[config.mk]
export PLATFORM = sky130hd
export DESIGN_NAME = datapath
export DESIGN_NICKNAME = d
export VERILOG_FILES = /design/src/source/cpu_types_pkg.sv /design/src/source/alu.sv /design/src/source/control_unit.sv /design/src/source/datapath.sv /design/src/source/pc_unit.sv /design/src/source/register_file.sv /design/src/source/request_unit.sv
export SDC_FILE = /design/constraint.sdc
export NUM_CORES = 2
export LEC_CHECK = 0
export BUFFER_PORTS_ARGS = -buffer_cell sky130_fd_sc_hd__buf_2
export CAP_MARGIN = 20
export CORE_MARGIN = 3
export CORE_UTILIZATION = 55
export DETAILED_ROUTE_END_ITERATION = 10
export PLACE_DENSITY_LB_ADDON = 0.12
export SYNTH_ARGS = -nofsm -noshare
export SYNTH_HDL_FRONTEND = slang
export SYNTH_SLANG_ARGS = --single-unit
[constraint.sdc]
create_clock -name CLK -period 16.12 [get_ports CLK]
set_input_delay 3.224 -clock CLK [delete_from_list [all_inputs] [get_ports CLK]]
set_output_delay 3.224 -clock CLK [all_outputs]
set_load 0.01 [all_outputs]
[src/source/cpu_types_pkg.sv]
// Shared types for the single-cycle MIPS subset
// Opcode, funct and ALU-op encodings, instruction word views,
// control word, cache request and response bundles
`default_nettype none

package cpu_types_pkg;

  typedef logic [31:0] word_t;
  typedef logic [4:0]  regbits_t;

  // Primary opcodes
  typedef enum logic [5:0] {
    RTYPE = 6'b000000,
    J     = 6'b000010,
    JAL   = 6'b000011,
    BEQ   = 6'b000100,
    BNE   = 6'b000101,
    ADDIU = 6'b001001,
    SLTI  = 6'b001010,
    SLTIU = 6'b001011,
    ANDI  = 6'b001100,
    ORI   = 6'b001101,
    XORI  = 6'b001110,
    LUI   = 6'b001111,
    LW    = 6'b100011,
    SW    = 6'b101011,
    HALT  = 6'b111111
  } opcode_t;

  // R-type function codes
  typedef enum logic [5:0] {
    SLL  = 6'b000000,
    SRL  = 6'b000010,
    JR   = 6'b001000,
    ADDU = 6'b100001,
    SUBU = 6'b100011,
    AND  = 6'b100100,
    OR   = 6'b100101,
    XOR  = 6'b100110,
    NOR  = 6'b100111,
    SLT  = 6'b101010,
    SLTU = 6'b101011
  } funct_t;

  typedef enum logic [3:0] {
    ALU_SLL, ALU_SRL, ALU_ADD, ALU_SUB, ALU_AND, ALU_OR,
    ALU_XOR, ALU_NOR, ALU_SLT, ALU_SLTU, ALU_LUI
  } aluop_t;

  // Write-back source and next-PC source
  typedef enum logic [1:0] {WB_ALU, WB_MEM, WB_PC4} wbsel_t;
  typedef enum logic [1:0] {JMP_SEQ, JMP_TARGET, JMP_REG} jmpsel_t;

  typedef struct packed {
    opcode_t    opcode;
    regbits_t   rs;
    regbits_t   rt;
    regbits_t   rd;
    logic [4:0] shamt;
    funct_t     funct;
  } r_t;

  typedef struct packed {
    opcode_t     opcode;
    regbits_t    rs;
    regbits_t    rt;
    logic [15:0] imm;
  } i_t;

  typedef struct packed {
    opcode_t     opcode;
    logic [25:0] target;
  } j_t;

  // One fetched word, three decodings
  typedef union packed {
    r_t r_t;
    i_t i_t;
    j_t j_t;
  } instr_u;

  typedef struct packed {
    aluop_t  alu_op;
    logic    alu_src;
    logic    ext_signed;
    logic    reg_dst;
    logic    reg_write;
    wbsel_t  mem_to_reg;
    logic    mem_read;
    logic    mem_write;
    logic    branch;
    logic    branch_ne;
    jmpsel_t jump;
    logic    use_shamt;
    logic    halt;
  } ctrl_t;

  // Datapath to caches
  typedef struct packed {
    logic  imem_ren;
    word_t imem_addr;
    logic  dmem_ren;
    logic  dmem_wen;
    word_t dmem_addr;
    word_t dmem_store;
    logic  halt;
  } dp_req_t;

  // Caches to datapath
  typedef struct packed {
    logic  ihit;
    logic  dhit;
    word_t imem_load;
    word_t dmem_load;
  } cache_rsp_t;

endpackage

`default_nettype wire

[src/source/alu.sv]
// Execute stage
// Add, subtract, logic, shifts, set-less-than, upper immediate
// Zero flag taken from the result
`timescale 1ns/1ps
`default_nettype none

module alu (
  input  cpu_types_pkg::aluop_t alu_op,
  input  cpu_types_pkg::word_t  port_a,
  input  cpu_types_pkg::word_t  port_b,
  output cpu_types_pkg::word_t  port_o,
  output logic                  zero
);
  import cpu_types_pkg::*;

  always_comb begin
    case (alu_op)
      // Shift amount rides in port_a
      ALU_SLL:  port_o = port_b << port_a[4:0];
      ALU_SRL:  port_o = port_b >> port_a[4:0];
      ALU_ADD:  port_o = port_a + port_b;
      ALU_SUB:  port_o = port_a - port_b;
      ALU_AND:  port_o = port_a & port_b;
      ALU_OR:   port_o = port_a | port_b;
      ALU_XOR:  port_o = port_a ^ port_b;
      ALU_NOR:  port_o = ~(port_a | port_b);
      ALU_SLT:  port_o = {31'b0, $signed(port_a) < $signed(port_b)};
      ALU_SLTU: port_o = {31'b0, port_a < port_b};
      // Low half of the immediate to the top
      ALU_LUI:  port_o = {port_b[15:0], 16'h0000};
      default:  port_o = '0;
    endcase
  end

  // Equality for branches
  assign zero = (port_o == '0);

endmodule

`default_nettype wire

[src/source/control_unit.sv]
// Decode stage
// Opcode and funct to control word, unknown encodings become no-ops
`timescale 1ns/1ps
`default_nettype none

module control_unit (
  input  cpu_types_pkg::instr_u instr,
  output cpu_types_pkg::ctrl_t  ctrl
);
  import cpu_types_pkg::*;

  always_comb begin
    // No-op baseline, sequential PC and no writes
    ctrl        = '0;
    ctrl.alu_op = ALU_ADD;
    ctrl.mem_to_reg = WB_ALU;
    ctrl.jump   = JMP_SEQ;
    case (instr.r_t.opcode)
      RTYPE: begin
        ctrl.reg_dst   = 1'b1;
        ctrl.reg_write = 1'b1;
        case (instr.r_t.funct)
          SLL:  begin ctrl.alu_op = ALU_SLL; ctrl.use_shamt = 1'b1; end
          SRL:  begin ctrl.alu_op = ALU_SRL; ctrl.use_shamt = 1'b1; end
          ADDU: ctrl.alu_op = ALU_ADD;
          SUBU: ctrl.alu_op = ALU_SUB;
          AND:  ctrl.alu_op = ALU_AND;
          OR:   ctrl.alu_op = ALU_OR;
          XOR:  ctrl.alu_op = ALU_XOR;
          NOR:  ctrl.alu_op = ALU_NOR;
          SLT:  ctrl.alu_op = ALU_SLT;
          SLTU: ctrl.alu_op = ALU_SLTU;
          JR: begin
            // Register jump, nothing written back
            ctrl.reg_write = 1'b0;
            ctrl.jump      = JMP_REG;
          end
          default: ctrl.reg_write = 1'b0;
        endcase
      end
      // Immediate ALU ops write rt
      ADDIU: begin ctrl.alu_src = 1'b1; ctrl.ext_signed = 1'b1; ctrl.reg_write = 1'b1; end
      SLTI: begin
        ctrl.alu_op = ALU_SLT;
        ctrl.alu_src = 1'b1; ctrl.ext_signed = 1'b1; ctrl.reg_write = 1'b1;
      end
      SLTIU: begin
        ctrl.alu_op = ALU_SLTU;
        ctrl.alu_src = 1'b1; ctrl.ext_signed = 1'b1; ctrl.reg_write = 1'b1;
      end
      // Logic immediates are zero extended
      ANDI: begin ctrl.alu_op = ALU_AND; ctrl.alu_src = 1'b1; ctrl.reg_write = 1'b1; end
      ORI:  begin ctrl.alu_op = ALU_OR;  ctrl.alu_src = 1'b1; ctrl.reg_write = 1'b1; end
      XORI: begin ctrl.alu_op = ALU_XOR; ctrl.alu_src = 1'b1; ctrl.reg_write = 1'b1; end
      LUI:  begin ctrl.alu_op = ALU_LUI; ctrl.alu_src = 1'b1; ctrl.reg_write = 1'b1; end
      LW: begin
        ctrl.alu_src = 1'b1; ctrl.ext_signed = 1'b1;
        ctrl.mem_read = 1'b1; ctrl.reg_write = 1'b1;
        ctrl.mem_to_reg = WB_MEM;
      end
      SW: begin ctrl.alu_src = 1'b1; ctrl.ext_signed = 1'b1; ctrl.mem_write = 1'b1; end
      // Compare by subtraction, zero flag decides
      BEQ: begin ctrl.alu_op = ALU_SUB; ctrl.ext_signed = 1'b1; ctrl.branch = 1'b1; end
      BNE: begin
        ctrl.alu_op = ALU_SUB; ctrl.ext_signed = 1'b1;
        ctrl.branch = 1'b1; ctrl.branch_ne = 1'b1;
      end
      J:   ctrl.jump = JMP_TARGET;
      JAL: begin
        // Link into r31
        ctrl.jump = JMP_TARGET; ctrl.reg_write = 1'b1; ctrl.mem_to_reg = WB_PC4;
      end
      HALT: ctrl.halt = 1'b1;
      default: ;
    endcase
  end

endmodule

`default_nettype wire

[src/source/datapath.sv]
// Single-cycle datapath top
// Decode, register file, ALU, data request and PC units
// Immediate extension, destination and write-back muxing,
// commit strobe and halt latch
`timescale 1ns/1ps
`default_nettype none

module datapath #(
  parameter cpu_types_pkg::word_t PC_INIT = '0
) (
  input  logic                      CLK,
  input  logic                      nRST,
  input  cpu_types_pkg::cache_rsp_t rsp,
  output cpu_types_pkg::dp_req_t    req
);
  import cpu_types_pkg::*;

  instr_u   instr;
  word_t    instr_q;
  ctrl_t    ctrl;
  word_t    imm_ext, rdat1, rdat2, port_a, port_b, port_o;
  word_t    wdat, pc, pc_plus4;
  regbits_t wsel;
  logic     zero, commit, halt_q;
  logic     dmem_ren, dmem_wen, mem_op;

  // Fetched word kept for loads and stores waiting on dhit
  always_ff @(posedge CLK) begin
    if (rsp.ihit) instr_q <= rsp.imem_load;
  end
  assign instr = rsp.ihit ? rsp.imem_load : instr_q;

  control_unit u_ctrl (.instr(instr), .ctrl(ctrl));

  // Sign or zero extension of the 16-bit immediate
  assign imm_ext = ctrl.ext_signed ? {{16{instr.i_t.imm[15]}}, instr.i_t.imm}
                                   : {16'h0000, instr.i_t.imm};

  // JAL links to r31, R-type to rd, the rest to rt
  always_comb begin
    if (ctrl.mem_to_reg == WB_PC4) wsel = 5'd31;
    else if (ctrl.reg_dst)         wsel = instr.r_t.rd;
    else                           wsel = instr.r_t.rt;
  end

  always_comb begin
    case (ctrl.mem_to_reg)
      WB_MEM:  wdat = rsp.dmem_load;
      WB_PC4:  wdat = pc_plus4;
      default: wdat = port_o;
    endcase
  end

  // Non-memory ops commit on ihit, loads and stores on dhit
  assign mem_op = ctrl.mem_read || ctrl.mem_write;
  assign commit = !halt_q && ((rsp.ihit && !mem_op) || (rsp.dhit && (dmem_ren || dmem_wen)));

  register_file u_rf (
    .CLK(CLK), .nRST(nRST), .wen(ctrl.reg_write && commit), .wsel(wsel), .wdat(wdat),
    .rsel1(instr.r_t.rs), .rsel2(instr.r_t.rt), .rdat1(rdat1), .rdat2(rdat2)
  );

  // Shift amount replaces rs for SLL and SRL
  assign port_a = ctrl.use_shamt ? {27'b0, instr.r_t.shamt} : rdat1;
  assign port_b = ctrl.alu_src ? imm_ext : rdat2;

  alu u_alu (
    .alu_op(ctrl.alu_op), .port_a(port_a), .port_b(port_b), .port_o(port_o), .zero(zero)
  );

  request_unit u_req (
    .CLK(CLK), .nRST(nRST), .ihit(rsp.ihit), .dhit(rsp.dhit),
    .mem_read(ctrl.mem_read), .mem_write(ctrl.mem_write), .addr(port_o), .store(rdat2),
    .dmem_ren(dmem_ren), .dmem_wen(dmem_wen),
    .dmem_addr(req.dmem_addr), .dmem_store(req.dmem_store)
  );

  pc_unit #(.PC_INIT(PC_INIT)) u_pc (
    .CLK(CLK), .nRST(nRST), .commit(commit), .ctrl(ctrl), .zero(zero),
    .imm_ext(imm_ext), .target(instr.j_t.target), .rs_val(rdat1),
    .pc(pc), .pc_plus4(pc_plus4)
  );

  // Sticky halt until reset
  always_ff @(posedge CLK, negedge nRST) begin
    if (!nRST) halt_q <= 1'b0;
    else if (commit && ctrl.halt) halt_q <= 1'b1;
  end

  assign req.imem_ren  = !halt_q;
  assign req.imem_addr = pc;
  assign req.dmem_ren  = dmem_ren;
  assign req.dmem_wen  = dmem_wen;
  assign req.halt      = halt_q;

endmodule

`default_nettype wire

[src/source/pc_unit.sv]
// Result stage
// Program counter with branch, jump and register-jump selection
`timescale 1ns/1ps
`default_nettype none

module pc_unit #(
  parameter cpu_types_pkg::word_t PC_INIT = '0
) (
  input  logic                  CLK,
  input  logic                  nRST,
  input  logic                  commit,
  input  cpu_types_pkg::ctrl_t  ctrl,
  input  logic                  zero,
  input  cpu_types_pkg::word_t  imm_ext,
  input  logic [25:0]           target,
  input  cpu_types_pkg::word_t  rs_val,
  output cpu_types_pkg::word_t  pc,
  output cpu_types_pkg::word_t  pc_plus4
);
  import cpu_types_pkg::*;

  word_t pc_next;
  logic  taken;

  assign pc_plus4 = pc + 32'd4;
  // BEQ wants equal, BNE wants not equal
  assign taken    = ctrl.branch && (zero != ctrl.branch_ne);

  always_comb begin
    case (ctrl.jump)
      JMP_TARGET: pc_next = {pc[31:28], target, 2'b00};
      JMP_REG:    pc_next = rs_val;
      default:    pc_next = taken ? pc_plus4 + (imm_ext << 2) : pc_plus4;
    endcase
  end

  // Advance only when the instruction commits
  always_ff @(posedge CLK, negedge nRST) begin
    if (!nRST) pc <= PC_INIT;
    else if (commit) pc <= pc_next;
  end

endmodule

`default_nettype wire

[src/source/register_file.sv]
// 32 x 32 register file
// Two combinational read ports, one write port, r0 hardwired to zero
`timescale 1ns/1ps
`default_nettype none

module register_file (
  input  logic                    CLK,
  input  logic                    nRST,
  input  logic                    wen,
  input  cpu_types_pkg::regbits_t wsel,
  input  cpu_types_pkg::word_t    wdat,
  input  cpu_types_pkg::regbits_t rsel1,
  input  cpu_types_pkg::regbits_t rsel2,
  output cpu_types_pkg::word_t    rdat1,
  output cpu_types_pkg::word_t    rdat2
);
  import cpu_types_pkg::*;

  word_t regs [32];

  always_ff @(posedge CLK, negedge nRST) begin
    if (!nRST) begin
      for (int i = 0; i < 32; i++) begin
        regs[i] <= '0;
      end
    end else if (wen && (wsel != '0)) begin
      // r0 never takes a write
      regs[wsel] <= wdat;
    end
  end

  // Reads see the current contents
  assign rdat1 = regs[rsel1];
  assign rdat2 = regs[rsel2];

endmodule

`default_nettype wire

[src/source/request_unit.sv]
// Data-memory request holder
// Raised the cycle after ihit of a load or store, dropped after dhit
`timescale 1ns/1ps
`default_nettype none

module request_unit (
  input  logic                 CLK,
  input  logic                 nRST,
  input  logic                 ihit,
  input  logic                 dhit,
  input  logic                 mem_read,
  input  logic                 mem_write,
  input  cpu_types_pkg::word_t addr,
  input  cpu_types_pkg::word_t store,
  output logic                 dmem_ren,
  output logic                 dmem_wen,
  output cpu_types_pkg::word_t dmem_addr,
  output cpu_types_pkg::word_t dmem_store
);
  import cpu_types_pkg::*;

  // Request flags
  always_ff @(posedge CLK, negedge nRST) begin
    if (!nRST) begin
      dmem_ren <= 1'b0;
      dmem_wen <= 1'b0;
    end else if (dhit) begin
      dmem_ren <= 1'b0;
      dmem_wen <= 1'b0;
    end else if (ihit) begin
      dmem_ren <= mem_read;
      dmem_wen <= mem_write;
    end
  end

  // Address and store data frozen from the fetch cycle
  always_ff @(posedge CLK) begin
    if (ihit && (mem_read || mem_write)) begin
      dmem_addr  <= addr;
      dmem_store <= store;
    end
  end

endmodule

`default_nettype wire
## Word-level counts from Yosys, hierarchy flattened

Index checks and enable logic that the tools add are counted.

| operators by class | value |
|---|---|
| $add $sub $neg | 4 |
| magnitude comparators | 6 |
| eq/ne operators | 39 |
| shifts and indexed selects | 2 |
| multiplexer cells | 40 |
| bitwise operators | 8 |
| reductions and logical operators | 28 |

Operators by type and width:

| kind | number |
|---|---|
| bitwise mux 1024 bit | 1 |
| one-hot mux 32 bit (11 select lines) | 1 |
| binary-select mux 32 bit (select 5 bit) | 2 |
| two-way mux 32 bit | 10 |
| demux 32 bit (select 5 bit) | 1 |
| one-hot mux 32 bit (2 select lines) | 2 |
| == test 6 bit, second input constant | 11 |
| adder 32 bit | 2 |
| < comparator 32 bit | 2 |
| == test 6 x 4 -> 1 bit, second input constant | 8 |
| one-hot mux 4 bit (9 select lines) | 1 |
| adder 32 x 3 -> 32 bit, second input constant | 1 |
| bitwise AND 32 bit | 1 |
| logical NOT 32 bit | 1 |
| NOT 32 bit | 1 |
| OR 32 bit | 1 |
| one-hot mux 4 bit (8 select lines) | 1 |
| << shifter 32 x 5 -> 32 bit | 1 |
| >> shifter 32 x 5 -> 32 bit | 1 |
| subtractor 32 bit | 1 |
| XOR 32 bit | 1 |
| == test 6 x 2 -> 1 bit, second input constant | 3 |
| >= comparator 6 bit, second input constant | 3 |
| NOT 5 -> 6 bit | 3 |
| 27 further kinds | 67 |

| storage, ports and cells | value |
|---|---|
| bits in registers | 1155 |
| logic and storage cells | 167 |

## Depth between registers and ports, before layout

| logic depth | value |
|---|---|
| depth in word-level cells | 14 |
| depth in mapped cells | 38 |
| mapped depth without buffers | 30 |

## Hierarchy

A second synthesis with hierarchy kept.

| unflattened totals | value |
|---|---|
| cells, all modules | 6999 |
| area, all modules | 74626.6 um2 |

By module, submodules not included:

| module | times used | cells an instance | area each (um2) | sequential area each (um2) |
|---|---|---|---|---|
| register_file | 1 | 4601 | 55942.4 | 25624.6 |
| alu | 1 | 1416 | 9701.8 | 0.0 |
| pc_unit | 1 | 520 | 4066.4 | 800.8 |
| datapath | 1 | 321 | 2513.7 | 665.6 |
| request_unit | 1 | 71 | 2006.9 | 1971.9 |
| control_unit | 1 | 70 | 395.4 | 0.0 |

## Worst setup path before layout

No wires, ideal clock.

| path | value |
|---|---|
| path kind | input to register |
| from | in rsp[53] (netlist name) |
| to | reg u_pc.pc[14] |
| library setup time | 0.125 ns |
| arrival time | 11.173 ns |
| path slack | 4.822 ns |
| stages on the path | 35 |
| cells stage by stage | clkbuf_1 > mux2i_4 > inv_2 > buf_2 > buf_2 > buf_2 > buf_1 > clkbuf_1 > buf_1 > mux4_2 > nand2_1 > nand3_1 > a31oi_1 > or2_2 > inv_1 > ha_1 > or4_1 > o211a_1 > o21ai_0 > a21boi_0 > o21ai_0 > nor4b_1 > a2111oi_0 > a41oi_1 > o2111ai_1 > or2_1 > or4_4 > nor4_2 > nand4_1 > nor2_4 > a21oi_2 > a31oi_4 > buf_6 > mux2i_1 > o21ai_1 |

| on the way | value |
|---|---|
| longest elaborated chain between the ends | 14 |

RTL lines:

| element | line | text |
|---|---|---|
| start, declared | datapath.sv:13 | `input cpu_types_pkg::cache_rsp_t rsp,` |
| two-way mux 32 bit * | n/a |  |
| NOT 5 -> 6 bit (implied by the code) * | register_file.sv:33 | `assign rdat1 = regs[rsel1];` |
| binary-select mux 32 bit (select 5 bit) * | register_file.sv:33 |  |
| two-way mux 32 bit (implied by the code) * (2 in a row) | register_file.sv:33 |  |
| two-way mux 32 bit * | datapath.sv:64 | `assign port_a = ctrl.use_shamt ? {27'b0, instr.r_t.shamt} : rdat1;` |
| branches (longest 2 deep; another with subtractor 32 bit) | n/a |  |
| one-hot mux 32 bit (11 select lines) * | alu.sv:17 | `case (alu_op)` |
| via port_o[12] | datapath.sv:21 | `word_t imm_ext, rdat1, rdat2, port_a, port_b, port_o;` |
| logical NOT 32 bit * | alu.sv:36 | `assign zero = (port_o == '0);` |
| inequality test 1 bit * | pc_unit.sv:27 | `assign taken = ctrl.branch && (zero != ctrl.branch_ne);` |
| logical AND 1 bit * | pc_unit.sv:27 |  |
| two-way mux 32 bit * | pc_unit.sv:33 | `default: pc_next = taken ? pc_plus4 + (imm_ext << 2) : pc_plus4;` |
| one-hot mux 32 bit (2 select lines) * | pc_unit.sv:30 | `case (ctrl.jump)` |
| end signal, assigned | pc_unit.sv:40 | `else if (commit) pc <= pc_next;` |
| end, declared | pc_unit.sv:17 | `output cpu_types_pkg::word_t pc,` |

Mark *: on every way through the listed nets, which the timed path passes. The select of a mux whose other input is x is not followed.
A chain may end at the register's enable or synchronous reset.

## Worst setup path after layout

| path | value |
|---|---|
| from | in rsp[65] (netlist name) |
| to | reg u_pc.pc[14] |

| on the way | value |
|---|---|
| longest elaborated chain between the ends | 14 |

RTL lines:

| element | line |
|---|---|
| two-way mux 32 bit * | n/a |
| branches (longest 7 deep; another with subtractor 32 bit) | n/a |
| one-hot mux 32 bit (11 select lines) * | alu.sv:17 |
| via port_o[29] | datapath.sv:21 |
| logical NOT 32 bit * | alu.sv:36 |
| inequality test 1 bit * | pc_unit.sv:27 |
| logical AND 1 bit * | pc_unit.sv:27 |
| two-way mux 32 bit * | pc_unit.sv:33 |
| one-hot mux 32 bit (2 select lines) * | pc_unit.sv:30 |

Marks and branches as above.

==> metrics <==
first-pass GRT wire length=between 500 and 600 mm; fmax=~0.074 GHz; register area=just under 30000 µm²; Initial DRC Count=roughly 13000; CTS tree=yes; Synth async-reset ratio=0.917; Max stage delay on crit path=slightly above 0.9 ns; syn_area_per_cell=around 8.7 µm²; WL final=roughly 360 mm; Seq/Total Area, Yosys=0.385; Area Overhead vs Synth=8.96%; post-route cell area=between 80000 and 90000 µm²; Initial Utilization=0.556; Synthesis Warnings=0; Ports=between 150 and 200; Vias=approximately 76000; Die Ht=about 380 µm; share of cells above drive strength 1=0.141; WP buf/inv=7; area of the die=around 140000 µm²; Setup Slack @ Placement=between 2 and 2.5 ns; cts bufs inserted=131; GR Util All Layers=0.504; post-layout min period=13.45 ns; slew margin rel.=0.101; outcome=finished clean; initial antenna violation count=48; top fanout value on the critical path=80; gpl congestion=about 1.1; Leak Pwr=0.0338 µW; Final ANT Viol Nets=0; Post-CTS Hold Buffers=0; Hold Startpoint=u_rf.regs[1017]$_DFFE_PN0P_; HPWL Detailed=between 200 and 250 mm; area of the multi-input gates=around 43000 µm²; Post-CTS Setup Bufs=0; max-cap violations=0; r2r setup slk=approximately 5.3 ns; family with the most delay on the worst path=compound AO/OA/AOI/OAI gates; Hold Path End=u_rf.regs[1017]$_DFFE_PN0P_; CP Class=in -> reg; Min-Delay Path Class=reg -> reg; Die Wd=376 µm; drt pass-1 iters=7; critical path endpoint category=register; #FFs+latches synth=1155; R2R Path End=u_pc.pc[14]$_DFFE_PN0P_; cells resized by post-CTS repair=0; fillers=around 12000; CP startpoint=rsp[65]; root buffer cell=clkbuf_16; Worst EP arrival=between 10 and 15 ns; routed wire length per instance=between 30 and 40 µm; syn nets=between 8000 and 9000; Core Region=roughly 140000 µm²; Final Hold Viols=0; setup tns final=0 ns; worst reg2reg path startpoint=instr_q[22]$_DFF_P_; pwr dens=133 nW/µm²; global route overflow=0; Max VDD drop=0.100 mV; nature of the critical path startpoint=primary input; Worst-path clk slew=around 0.06 ns; RSZ-0062 raised after global routing=false; Bufs on Longest Clock Path=3; Tightest Pin Transition=~1.3 ns; crit share post-route=0.834; post-synth cell types=about 120; Final WS setup=2.67 ns; largest net degree at the start of global routing=between 150 and 200; EDFF count, synth=64; crit-path most repeated cell=a21oi_1; Cell Area, Placed=77600 µm²; vias in the first global route=roughly 71000; worst endpoint required time=16.77 ns; Top FF cell, synth=dfrtp_1; post-synth design cell area=around 75000 µm²; worst hold path depth=0; Final Max Tran Viols=0; Final Util=0.605; clk_skew=0.0781 ns; clock net sink count=roughly 1200; Gate Count Post-Synth=roughly 8600; H-tree lvl count=4; drc violations=0; Tot Pwr=11000 µW; Rows=~140; Layout Nets=around 8600; # port buffers=roughly 170; Slowest-stage cell, CP=o311ai_0; r2r worst-path depth=31; Setup Viol. Count Final=0; Worst-Skew Late Latency=approximately 0.84 ns; DR vias/cell=7.36
==> layer usage <==
layer  track usage  up-vias  routed length (µm)
met2         0.699     6461              148000
met3         0.184     1732               52800
met5       0.00206        -                 177
li1              -    30864                   -
met1         0.641    36735              129000
met4         0.378       19               33900
==> worst reg2reg max path, delay by kind of cell (launching register included) <==
| family | cells | cell delay, ns |
|---|---|---|
| DFF | 1 | 0.48 |
| adders and majority gates | 1 | 0.43 |
| and+or+nand+nor | 3 | 1.13 |
| AOI/OAI and AO/OA | 18 | 5.11 |
| muxes | 3 | 1.57 |
| buffers and inverters | 6 | 1.94 |
==> worst max path at each step <==
stage	endpoint	slack (ns)	cells past startpoint
after global placement	u_pc.pc[3]$_DFFE_PN0P_	2.37	31
after global routing	u_pc.pc[14]$_DFFE_PN0P_	2.44	30
after floorplan	u_pc.pc[14]$_DFFE_PN0P_	4.82	35
final	u_pc.pc[14]$_DFFE_PN0P_	2.67	32
after detailed placement	u_pc.pc[3]$_DFFE_PN0P_	2.41	32
after CTS	u_pc.pc[17]$_DFFE_PN0P_	3.18	32
==> logic make-up after synthesis <==
group	synth area share
and+or+nand+nor	0.174
AOI/OAI and AO/OA	0.227
DFF	0.385
buffers and inverters	0.0532
muxes	0.126
adders and majority gates	0.0233
xor gates and xnor gates	0.0120
==> synthesized netlist by cell type, types with 151 or more instances <==
cell type / number / area (µm²)
a21oi_1: 358 / 1790
a22oi_1: 219 / 1640
clkbuf_1: 564 / 2120
dfrtp_1: 1059 / 26500
inv_1: 151 / 567
mux2i_1: 154 / 1540
mux4_2: 315 / 7090
nand2_1: 1520 / 5710
nand2b_1: 276 / 1730
nor2_1: 615 / 2310
o21ai_0: 1234 / 6180
o22ai_1: 221 / 1380
==> where the power goes <==
part	total (µW)	switching (µW)	internal (µW)
Clock	3130	1370	1750
Sequential	3580	328	3250
Combinational	4270	2980	1290
Total	11000	4680	6290
==> area by class of cell <==
type                    count  area share
well taps                1781      0.0271
diodes                     33     0.00100
flip-flops and latches   1155       0.354
repair buffers            394      0.0327
inverters                 164     0.00796
clock inverters            55     0.00883
multi-input cells        6539       0.524
clock buffers             181      0.0452
==> sequential cells by signal, summed over array words and instances (netlist names) <==
register,flops
u_req.dmem_store,32
u_pc.pc,32
u_rf.regs,1024
u_req.dmem_ren,1
halt_q,1
u_req.dmem_wen,1
u_req.dmem_addr,32
instr_q,32
==> stage by stage <==
step,hold WS [ns],instances
after floorplan,0.441,8644
after global placement,0.376,10021
after detailed placement,0.384,10028
after CTS,0.396,10264
after global routing,0.408,10276
final,0.396,10302
==> layout by cell type (no fill, tap or decap), drive strengths merged, types with 139 or more instances in the layout <==
cell type and instances:
nand2 1521, o21ai 1271, dfrtp 1059, nor2 619, buf 393, a21oi 360, mux4 315, nand2b 276
o22ai 221, a22oi 220, clkbuf 182, mux2i 167, inv 163, nand3 147, nor3 139
No activity file was read; power rests on OpenSTA's default activity.
